## src/source/nocPkg.sv

```systemverilog
package nocPkg;

  // **************************************************************************
  // Widths and counts.
  // **************************************************************************

  localparam int LengthWidth = 12; // Packet length and hold timer width.
  localparam int PortCount = 5;
  localparam int DefaultDataWidth = 16;

  // **************************************************************************
  // Encodings.
  // **************************************************************************

  typedef enum logic [2:0] {
    kindNone = 3'd0,
    kindHead = 3'd1,
    kindBody = 3'd2,
    kindTail = 3'd3
  } flitKind;

  // Source ports, in the rotation order.
  typedef enum logic [2:0] {
    portL    = 3'd0,
    portN    = 3'd1,
    portE    = 3'd2,
    portW    = 3'd3,
    portS    = 3'd4,
    portNone = 3'd5
  } portId;

  // One-hot, grant state of port i sits at bit i+1.
  typedef enum logic [5:0] {
    stIdle   = 6'b000001,
    stGrantL = 6'b000010,
    stGrantN = 6'b000100,
    stGrantE = 6'b001000,
    stGrantW = 6'b010000,
    stGrantS = 6'b100000
  } arbState;

  // A head flit carries the packet length in the low LengthWidth payload bits.
  typedef struct packed {
    flitKind kind;
    logic [DefaultDataWidth-1:0] payload;
  } flit_t;

endpackage

```

## src/source/flitStager.sv

```systemverilog
`timescale 1ns/1ps

module flitStager #(
  parameter int DataWidth = 16
) (
  input  logic clk,
  input  logic rst,
  input  nocPkg::flit_t inFlit,
  output nocPkg::flit_t staged,
  output logic req,
  output logic [nocPkg::LengthWidth-1:0] length,
  output logic loadLength
);

  nocPkg::flitKind kindQ;
  logic [DataWidth-1:0] payloadQ;

  // **************************************************************************
  // Input register.
  // **************************************************************************

  always_ff @(posedge clk)
  begin
    if (rst)
    begin
      kindQ <= nocPkg::kindNone;
    end
    else
    begin
      kindQ <= inFlit.kind;
    end
  end

  always_ff @(posedge clk)
  begin
    payloadQ <= inFlit.payload;
  end

  assign staged = '{kind: kindQ, payload: payloadQ};

  // **************************************************************************
  // Request and header length.
  // **************************************************************************

  assign req = (kindQ != nocPkg::kindNone); // Any flit asks for the output.

  // Length is only meaningful on a head flit.
  assign length = payloadQ[nocPkg::LengthWidth-1:0];
  assign loadLength = (kindQ == nocPkg::kindHead);

endmodule

```

## src/source/holdTimer.sv

```systemverilog
`timescale 1ns/1ps

module holdTimer (
  input  logic clk,
  input  logic rst,
  input  logic [nocPkg::LengthWidth-1:0] length,
  input  logic loadLength,
  input  logic run,
  output logic timesup
);

  logic [nocPkg::LengthWidth-1:0] limit;
  logic [nocPkg::LengthWidth-1:0] count;

  always_ff @(posedge clk)
  begin
    if (rst)
    begin
      limit <= '0;
      count <= '0;
    end
    else
    begin
      if (loadLength)
      begin
        limit <= length; // New packet sets its own hold time.
      end
      if (run)
      begin
        count <= count + 1'b1;
      end
      else
      begin
        count <= '0; // Not holding, start over next time.
      end
    end
  end

  assign timesup = (count == limit);

endmodule

```

## src/source/outputArbiter.sv

```systemverilog
`timescale 1ns/1ps

module outputArbiter (
  input  logic clk,
  input  logic rst,
  input  logic [nocPkg::PortCount-1:0] req,
  input  logic [nocPkg::PortCount-1:0][nocPkg::LengthWidth-1:0] length,
  input  logic [nocPkg::PortCount-1:0] loadLength,
  output nocPkg::portId nextGrant
);

  nocPkg::arbState state;
  nocPkg::arbState stateNext;
  logic [2:0] holderIdx;
  logic holding;
  logic [nocPkg::PortCount-1:0] runTimer;
  logic [nocPkg::PortCount-1:0] timesup;

  // First requester found when searching cyclically from port first.
  function automatic nocPkg::arbState pickFrom(input logic [nocPkg::PortCount-1:0] reqs,
                                               input int unsigned first);
    int unsigned idx;
    nocPkg::arbState pick;
    pick = nocPkg::stIdle;
    // Walk backwards so the nearest requester is written last.
    for (int n = nocPkg::PortCount - 1; n >= 0; n--)
    begin
      idx = (first + n) % nocPkg::PortCount;
      if (reqs[idx])
      begin
        pick = nocPkg::arbState'(6'b000010 << idx);
      end
    end
    return pick;
  endfunction

  // **************************************************************************
  // Hold timers, one per input.
  // **************************************************************************

  for (genvar i = 0; i < nocPkg::PortCount; i++)
  begin : genTimer
    holdTimer holdTimer_inst (
      .clk(clk),
      .rst(rst),
      .length(length[i]),
      .loadLength(loadLength[i]),
      .run(runTimer[i]),
      .timesup(timesup[i])
    );
  end

  // **************************************************************************
  // Grant state machine.
  // **************************************************************************

  always_ff @(posedge clk)
  begin
    if (rst)
    begin
      state <= nocPkg::stIdle;
    end
    else
    begin
      state <= stateNext;
    end
  end

  always_comb
  begin
    holding = 1'b1;
    holderIdx = 3'd0;
    case (state)
      nocPkg::stGrantL: holderIdx = 3'd0;
      nocPkg::stGrantN: holderIdx = 3'd1;
      nocPkg::stGrantE: holderIdx = 3'd2;
      nocPkg::stGrantW: holderIdx = 3'd3;
      nocPkg::stGrantS: holderIdx = 3'd4;
      default:          holding = 1'b0;
    endcase
  end

  always_comb
  begin
    runTimer = '0;
    stateNext = nocPkg::stIdle;
    if (!holding)
    begin
      stateNext = pickFrom(req, 0); // Fixed L..S priority from idle.
    end
    else if (req[holderIdx] && !timesup[holderIdx])
    begin
      stateNext = state;
      runTimer[holderIdx] = 1'b1;
    end
    else
    begin
      // Holder goes last.
      stateNext = pickFrom(req, int'(holderIdx) + 1);
    end
  end

  always_comb
  begin
    case (stateNext)
      nocPkg::stGrantL: nextGrant = nocPkg::portL;
      nocPkg::stGrantN: nextGrant = nocPkg::portN;
      nocPkg::stGrantE: nextGrant = nocPkg::portE;
      nocPkg::stGrantW: nextGrant = nocPkg::portW;
      nocPkg::stGrantS: nextGrant = nocPkg::portS;
      default:          nextGrant = nocPkg::portNone;
    endcase
  end

endmodule

```

## src/source/switchStage.sv

```systemverilog
`timescale 1ns/1ps

module switchStage #(
  parameter int DataWidth = 16
) (
  input  logic clk,
  input  logic rst,
  input  nocPkg::flit_t [nocPkg::PortCount-1:0] staged,
  input  nocPkg::portId nextGrant,
  output nocPkg::flit_t outFlit,
  output nocPkg::portId outPort
);

  nocPkg::flit_t selected;
  nocPkg::flitKind outKind;
  logic [DataWidth-1:0] outPayload;

  always_comb
  begin
    selected = '{kind: nocPkg::kindNone, payload: '0};
    if (nextGrant != nocPkg::portNone)
    begin
      selected = staged[nextGrant];
    end
  end

  // **************************************************************************
  // Output register.
  // **************************************************************************

  always_ff @(posedge clk)
  begin
    if (rst)
    begin
      outKind <= nocPkg::kindNone;
      outPort <= nocPkg::portNone;
    end
    else
    begin
      outKind <= selected.kind;
      outPort <= nextGrant; // Source port travels with the flit.
    end
  end

  always_ff @(posedge clk)
  begin
    outPayload <= selected.payload;
  end

  assign outFlit = '{kind: outKind, payload: outPayload};

endmodule

```

## src/source/routerOutputPort.sv

```systemverilog
`timescale 1ns/1ps

module routerOutputPort #(
  parameter int DataWidth = 16
) (
  input  logic clk,
  input  logic rst,
  input  nocPkg::flit_t inL,
  input  nocPkg::flit_t inN,
  input  nocPkg::flit_t inE,
  input  nocPkg::flit_t inW,
  input  nocPkg::flit_t inS,
  output nocPkg::flit_t outFlit,
  output nocPkg::portId outPort
);

  nocPkg::flit_t [nocPkg::PortCount-1:0] inFlits;
  nocPkg::flit_t [nocPkg::PortCount-1:0] staged;
  logic [nocPkg::PortCount-1:0] req;
  logic [nocPkg::PortCount-1:0][nocPkg::LengthWidth-1:0] length;
  logic [nocPkg::PortCount-1:0] loadLength;
  nocPkg::portId nextGrant;

  // Index follows portId, L at 0.
  assign inFlits = {inS, inW, inE, inN, inL};

  // **************************************************************************
  // Stage 1, input staging.
  // **************************************************************************

  for (genvar i = 0; i < nocPkg::PortCount; i++)
  begin : genStager
    flitStager #(
      .DataWidth(DataWidth)
    ) flitStager_inst (
      .clk(clk),
      .rst(rst),
      .inFlit(inFlits[i]),
      .staged(staged[i]),
      .req(req[i]),
      .length(length[i]),
      .loadLength(loadLength[i])
    );
  end

  // Stage 2, arbitration.
  outputArbiter outputArbiter_inst (
    .clk(clk),
    .rst(rst),
    .req(req),
    .length(length),
    .loadLength(loadLength),
    .nextGrant(nextGrant)
  );

  // Stage 3, switch and output register.
  switchStage #(
    .DataWidth(DataWidth)
  ) switchStage_inst (
    .clk(clk),
    .rst(rst),
    .staged(staged),
    .nextGrant(nextGrant),
    .outFlit(outFlit),
    .outPort(outPort)
  );

endmodule

```

## config.mk

```make
export PLATFORM = sky130hd
export DESIGN_NAME = routerOutputPort
export DESIGN_NICKNAME = d
export VERILOG_FILES = /design/src/source/nocPkg.sv /design/src/source/flitStager.sv /design/src/source/holdTimer.sv /design/src/source/outputArbiter.sv /design/src/source/switchStage.sv /design/src/source/routerOutputPort.sv
export SDC_FILE = /design/constraint.sdc
export NUM_CORES = 1
export LEC_CHECK = 0
export ABC_CLOCK_PERIOD_IN_PS = 8100
export BUFFER_PORTS_ARGS = -buffer_cell sky130_fd_sc_hd__buf_2
export CAP_MARGIN = 0
export CORE_AREA = 2 2 169 171
export CTS_CLUSTER_DIAMETER = 80
export CTS_CLUSTER_SIZE = 10
export DETAILED_ROUTE_END_ITERATION = 8
export DIE_AREA = 0 0 171 173
export RECOVER_POWER = 100
export SYNTH_ARGS = -nofsm -noshare
export SYNTH_HDL_FRONTEND = slang
export SYNTH_SLANG_ARGS = --single-unit
```

## constraint.sdc

```tcl
create_clock -name clk -period 8.1 [get_ports clk]
set_input_delay 0.405 -clock clk [delete_from_list [all_inputs] [get_ports clk]]
set_output_delay 0.405 -clock clk [all_outputs]
set_load 0.02 [all_outputs]
```

Word level (Yosys, flattened, before mapping)
Cells that the tools add are included.
{ "op_classes": {"addsub": 10, "n_div": 5, "order_cmp": 8, "n_eq_ne": 21, "shifts": 5, "mux": 35, "bitwise_logic": 6, "reduce_logical": 15} }
{ "op_table": {"columns": ["operator", "count"], "rows": [
  ["< comparator 32 x 4 -> 1 bit (second input constant)", 5],
  ["remainder unit 32 x 3 -> 32 bit (second input constant)", 5],
  ["<< shifter 2 x 32 -> 6 bit (first input constant)", 5],
  ["2-to-1 mux 6 bit", 12],
  ["adder 32 x 2 -> 32 bit (second input constant)", 2],
  ["adder 12 x 1 -> 12 bit (second input constant)", 5],
  ["== test 12 bit", 5],
  ["binary-select mux 19 bit (select 3 bit)", 1],
  ["adder 32 x 1 -> 32 bit (second input constant)", 1],
  ["adder 32 x 3 -> 32 bit (second input constant)", 1],
  ["binary-select mux 1 bit (select 3 bit)", 7],
  ["2-to-1 mux 19 bit", 1],
  ["== test 3 x 1 -> 1 bit (second input constant)", 5],
  ["case mux 3 bit (5 select lines)", 1],
  ["nonzero test 3 bit", 5],
  ["== test 6 x 2 -> 1 bit (second input constant)", 2],
  ["== test 6 x 3 -> 1 bit (second input constant)", 2],
  ["== test 6 x 4 -> 1 bit (second input constant)", 2],
  ["== test 6 x 5 -> 1 bit (second input constant)", 2],
  ["== test 6 bit (second input constant)", 2],
  ["case mux 3 bit (4 select lines)", 1],
  ["OR reduction 2 bit", 6],
  ["2-to-1 mux 5 bit", 2],
  ["2-to-1 mux 1 bit", 9],
  ["9 further kinds", 16]
]} }
{ "word_totals": {"reg_bits": 243, "inputBits": 97} }

Longest topological paths before layout
{ "logic_depth": {"ltp_word": 19, "depth_mapped": 34, "mapped_depth_nobuf": 29} }

Modules after synthesis
A second synthesis with hierarchy kept.
{ "hier_totals": {"hier_cells": 1317, "area_unflattened_um2": 12218.0} }
{ "by_module_without_submodules": {"columns": ["mod", "instances", "cells_each", "area_each_um2", "seq_area_each_um2"], "rows": [
  ["holdTimer", 5, 112, 1061.0, 480.5],
  ["outputArbiter", 1, 449, 3057.9, 120.1],
  ["flitStager", 5, 36, 503.0, 380.4],
  ["switchStage", 1, 128, 1340.0, 440.4]
]} }

Worst setup path after synthesis
No wires, ideal clock.
{ "synth_timing": {"kind": "register -> register", "start": "reg outputArbiter_inst.state[0]", "end": "reg switchStage_inst.outPayload[10]", "t_arrival_ps": 6551, "path_slack_ps": 1431, "stages_incl_launch_ff": 27, "path_buffers": 4, "period_less_slack_ps": 6669, "path_cell_list": "dfxtp_1 -> buf_4 -> nor4_4 -> nand2_4 -> inv_2 -> buf_2 -> buf_1 -> ha_1 -> o21ai_2 -> nand2_1 -> xnor2_1 -> ha_1 -> nor3b_2 -> nor2_1 -> a211oi_1 -> inv_1 -> ha_1 -> nor4_1 -> o2111ai_1 -> nand2_1 -> mux2_1 -> a211o_1 -> a31oi_4 -> nand3_2 -> buf_2 -> a2111o_1 -> a32o_1"} }
{ "synth_via": {"elab_chain_cells": 18, "word_cells_on_any_way": 55, "classes_between": "5 x add/sub; 5 x div; 11 x eq/ne; 5 x shift; 26 x mux; 3 x reduce/logical"} }
{ "synth_lines": {"columns": ["item", "line_no", "rtl"], "rows": [
  ["start: declaration", "outputArbiter.sv:12", "nocPkg::arbState state;"],
  ["start signal: assignment", "outputArbiter.sv:61", "state <= nocPkg::stIdle;"],
  ["start signal: assignment", "outputArbiter.sv:65", "state <= stateNext;"],
  ["== test 6 bit, or another cell as far along", "outputArbiter.sv:73", "case (state)"],
  ["case mux 3 bit (4 select lines)", "outputArbiter.sv:73", null],
  ["adder 3 x 1 -> 4 bit", "outputArbiter.sv:99", "stateNext = pickFrom(req, int'(holderIdx) + 1);"],
  ["adder 32 x 3 -> 32 bit", "outputArbiter.sv:28", "idx = (first + n) % nocPkg::PortCount;"],
  ["remainder unit 32 x 3 -> 32 bit", "outputArbiter.sv:28", null],
  ["binary-select mux 1 bit (select 3 bit)", "outputArbiter.sv:29", "if (reqs[idx])"],
  ["2-to-1 mux 1 bit (implied by the code)", "outputArbiter.sv:29", null],
  ["2-to-1 mux 6 bit (5 in series)", "outputArbiter.sv:29", null],
  ["2-to-1 mux 6 bit", "outputArbiter.sv:91", "else if (req[holderIdx] && !timesup[holderIdx])"],
  ["2-to-1 mux 6 bit (*)", "outputArbiter.sv:87", "if (!holding)"],
  ["== test 6 bit, or another cell as far along", "outputArbiter.sv:105", "case (stateNext)"],
  ["case mux 3 bit (5 select lines) (*)", "outputArbiter.sv:105", null],
  ["binary-select mux 19 bit (select 3 bit)", "switchStage.sv:23", "selected = staged[nextGrant];"],
  ["2-to-1 mux 19 bit (implied by the code)", "switchStage.sv:23", null],
  ["end signal: assignment", "switchStage.sv:47", "outPayload <= selected.payload;"],
  ["end: declaration", "switchStage.sv:16", "logic [DataWidth-1:0] outPayload;"]
]} }
Mark *: on every way between the ends. The rest lies on a longest branch, timed or not. The select of a mux whose other input is x is not followed.
A chain may end at the register's enable or synchronous reset.

Worst setup path after layout
{ "layout_timing": {"start": "reg outputArbiter_inst.state[3]", "end": "reg switchStage_inst.outKind[1]"} }
{ "layout_via": {"elab_chain_cells": 19, "word_cells_on_any_way": 57, "classes_between": "5 x add/sub; 5 x div; 11 x eq/ne; 5 x shift; 26 x mux; 1 x bitwise; 4 x reduce/logical"} }
{ "layout_lines": {"columns": ["item", "line_no", "rtl"], "rows": [
  ["== test 6 bit, or another cell as far along", "outputArbiter.sv:73", null],
  ["case mux 3 bit (4 select lines)", "outputArbiter.sv:73", null],
  ["adder 3 x 1 -> 4 bit", "outputArbiter.sv:99", null],
  ["adder 32 x 3 -> 32 bit", "outputArbiter.sv:28", null],
  ["remainder unit 32 x 3 -> 32 bit", "outputArbiter.sv:28", null],
  ["binary-select mux 1 bit (select 3 bit)", "outputArbiter.sv:29", null],
  ["2-to-1 mux 1 bit (implied by the code)", "outputArbiter.sv:29", null],
  ["2-to-1 mux 6 bit (5 in series)", "outputArbiter.sv:29", null],
  ["2-to-1 mux 6 bit", "outputArbiter.sv:91", null],
  ["2-to-1 mux 6 bit (*)", "outputArbiter.sv:87", null],
  ["== test 6 bit, or another cell as far along", "outputArbiter.sv:105", null],
  ["case mux 3 bit (5 select lines) (*)", "outputArbiter.sv:105", null],
  ["branches (longest 3 deep; another with binary-select mux 19 bit (select 3 bit))", null, null],
  ["end signal: assignment", "switchStage.sv:35", "outKind <= nocPkg::kindNone;"],
  ["end signal: assignment", "switchStage.sv:40", "outKind <= selected.kind;"],
  ["end: declaration", "switchStage.sv:15", "nocPkg::flitKind outKind;"]
]} }
Mark *: on every way between the ends. The select of a mux whose other input is x is not followed.

==> run metrics <==
Hold Path Class in -> reg; R2R cell count 23; Layout Nets between 1.5k and 2k; RSZ-0062 raised after global routing false; post-synthesis register bit count about 240; slew at the pin with the worst max-slew slack ~2.2 ns; Root Buffer clkbuf_16; maximum clock insertion buffer count 3; relative slew slack -47.3%; Detail Placement HPWL roughly 28 mm; hold path cells 1; CP delay by family, top compound AO/OA/AOI/OAI gates; status finished with violations; GRT Overall Usage roughly a quarter; number of synthesized flops with an enable pin 0; Final TNS setup 0 ns; Total Die Area 29,600 um2; final hold vios 0; global placement routability congestion about 0.92; Core Rows about 60; CP most frequent cell ha_1; die width 171 um; vias in the first global route roughly 11k; DR WL/cell roughly 20 um; port bufs 118; crit-path max cell delay about 0.81 ns; vias post-DR 10.9k; Design Area, Final about 15,000 um2; fmax between 100 and 150 MHz; latest clock arrival within the worst-skew pair ~0.53 ns; worst-path cell chain nor4_4 > nand2_4 > inv_2 > ha_1 > o21ai_2 > nand2_1 > xnor2_1 > ha_1 > nor3b_2 > nor2_1 > a211oi_2 > inv_1 > ha_1 > nor3_1 > nand3_1 > o221ai_1 > nand2_1 > nor3b_1 > a221oi_1 > a2111oi_2 > a311o_1 > o41ai_1 > o31ai_1; slowest cell on the critical path a311o_1; die height ~170 um; CTS tree built; Crit Path Class reg -> reg; reg-to-reg slack, setup 0.57 ns; sequential area share after synthesis ~40%; Syn-to-layout area delta 19.9%; Worst Skew about 0.022 ns; largest fanout on the critical path 26; Sink Count between 200 and 250; Async SR Flop Fraction 0%; internal power 2.23 mW; sequential cell fraction of total power 42.3%; Startpoint Class flop; WP data arrival between 7 and 8 ns; Tmin final 7.53 ns; failing checks capacitance limit, slew limit; CP Capture Type flop; Final ANT Viol Nets 0; core area between 20,000 and 30,000 um2; initial core utilization about 45%; Reg-to-Reg Start outputArbiter_inst.state[3]$_SDFF_PP0_; r2r endpoint switchStage_inst.outKind[1]$_SDFF_PP0_; DR vias/cell about 5.7; top_reg_cell synth dfxtp_1; io pins approximately 120; TritonRoute pass-1 iters 5; global-route wire length before repair just under 60 mm; # diodes 0; min-delay src inW[10]; Routed WL around 38 mm; slack of the critical path between 0.5 and 0.6 ns; Final Power approximately 3.2 mW; Clk pin slew, worst setup/hold paths 0.06 ns; Max Slew Vio Count roughly 110; maximum vdd drop around 180 uV; Required @ worst endpoint 8.51 ns; post-route non-filler standard cell count around 1.9k; hold slack final roughly 0.054 ns; Netlist cell types roughly 110; final core occ 53.4%; clock power share 33.5%; pwr dens about 220 nW/um2; cells after synthesis about 1.3k; Syn Area/Cell approximately 9.1 um2; DRC Markers 0; hold endpoint genStager[3].flitStager_inst.payloadQ[10]$_DFF_P_; share of layout cells above drive strength 1 between 10 and 15%; combinational share of power 24.2%; CTS Buf Count 28; post-route clock period utilization between 90% and 100%; initial antenna violation count 0; H-tree levels 1; Setup-failing EPs final 0; Max Cap Violations 3; largest net degree at the start of global routing 47; static leakage ~5.7 nW; Mapped Area between 10,000 and 15,000 um2; placed cells around 1.8k; post-placement setup slack around 0.07 ns; initial DRC count approximately 1.1k; Yosys warning count 0; total gr overflow 0; critical path buffer and inverter count 2; placed cell area 13,300 um2; Psw slightly below 1 mW; Sw Share 30.7%
==> sequential cells by signal, indices dropped and copies added, names as in the netlist <==
| name | flops |
|---|---|
| switchStage_inst.outPayload | 16 |
| switchStage_inst.outPort | 3 |
| genStager.flitStager_inst.payloadQ | 80 |
| genStager.flitStager_inst.kindQ | 15 |
| outputArbiter_inst.state | 6 |
| switchStage_inst.outKind | 3 |
| outputArbiter_inst.genTimer.holdTimer_inst.count | 60 |
| outputArbiter_inst.genTimer.holdTimer_inst.limit | 60 |
==> cells by family after synthesis <==
group	synth area share, %
multiplexers	5.48
flip-flops	39.5
XOR/XNOR	8.53
AO/OA/AOI/OAI	17.0
AND/OR/NAND/NOR	22.2
adder cells (fa/ha/maj)	3.76
other	0.0610
buffers and inverters	3.45
==> layout by cell type (no fill, tap or decap), types with 16 or more instances in the layout <==
cell           Yosys  final
and3_1            24     24
o21ai_0           25     25
o22a_1            17     17
clkbuf_16          0     29
dlygate4sd3_1      0     79
clkbuf_1          46     28
dfxtp_1          243    243
nor2_1           164    164
and4_1            23     23
a2111o_1          16     16
buf_2             12     92
a21oi_1           46     46
inv_1             32     32
nand4_1           23     24
nand3_1           50     50
a32o_1            16     16
xor2_1            49     49
nor2b_1           25     25
mux2i_1           55     55
nor3_1            37     37
xnor2_1           69     69
nand2_1           85     85
ha_1              37     37
==> cell usage after synthesis, types with 32 or more instances <==
cell type,count,area [um2]
a21oi_1,46,230
clkbuf_1,46,173
dfxtp_1,243,4860
ha_1,37,463
inv_1,32,120
mux2i_1,55,551
nand2_1,85,319
nand3_1,50,250
nor2_1,164,616
nor3_1,37,185
xnor2_1,69,604
xor2_1,49,429
==> metal layers <==
layer  vias up  GRT usage, %  routed length (um)
li1       5249             -                   -
met1      5205          34.0               16800
met2       385          41.3               17900
met3        75          2.86                1920
met4         0          9.11                1410
met5         -             0                   0
==> layout make-up <==
type	count	area, um2
clock inverter	1	7.51
sequential	243	4860
clock buffer	30	739
timing repair buffer	214	1460
multi-input combinational	1007	7080
inverter	35	131
fill	2600	12900
tap	378	473
==> timing repair <==
item                                    4_1_cts  5_1_grt
endpoints found under the setup margin        0       20
gates resized for setup                       0        2
hold buffers                                 79        0
endpoints found under the hold margin        79        0
setup buffers                                 0        1
==> how the worst max path moves through the flow <==
stage,startpoint,to,slack [ns],cells after the start
3_3_place_gp,outputArbiter_inst.state[3]$_SDFF_PP0_,switchStage_inst.outPayload[14]$_SDFF_PN0_,0.53,23
6_report,outputArbiter_inst.state[3]$_SDFF_PP0_,switchStage_inst.outKind[1]$_SDFF_PP0_,0.57,23
3_5_place_dp,outputArbiter_inst.state[2]$_SDFF_PP0_,switchStage_inst.outPayload[14]$_SDFF_PN0_,0.07,23
5_1_grt,outputArbiter_inst.state[3]$_SDFF_PP0_,switchStage_inst.outPayload[15]$_SDFF_PN0_,0.01,23
2_1_floorplan,outputArbiter_inst.state[0]$_SDFF_PP1_,switchStage_inst.outPayload[10]$_SDFF_PN0_,1.43,26
4_1_cts,outputArbiter_inst.state[2]$_SDFF_PP0_,switchStage_inst.outPayload[14]$_SDFF_PN0_,0.05,23
==> power by group through the flow <==
stage,registers (mW),logic [mW],clock network [mW]
floorplan,1.40,0.482,0
global placement,1.38,0.735,0
detailed placement,1.38,0.745,0
CTS,1.36,0.778,1.10
global route,1.36,0.832,1.15
finish,1.36,0.778,1.08
(Power assumes the default switching activity.)
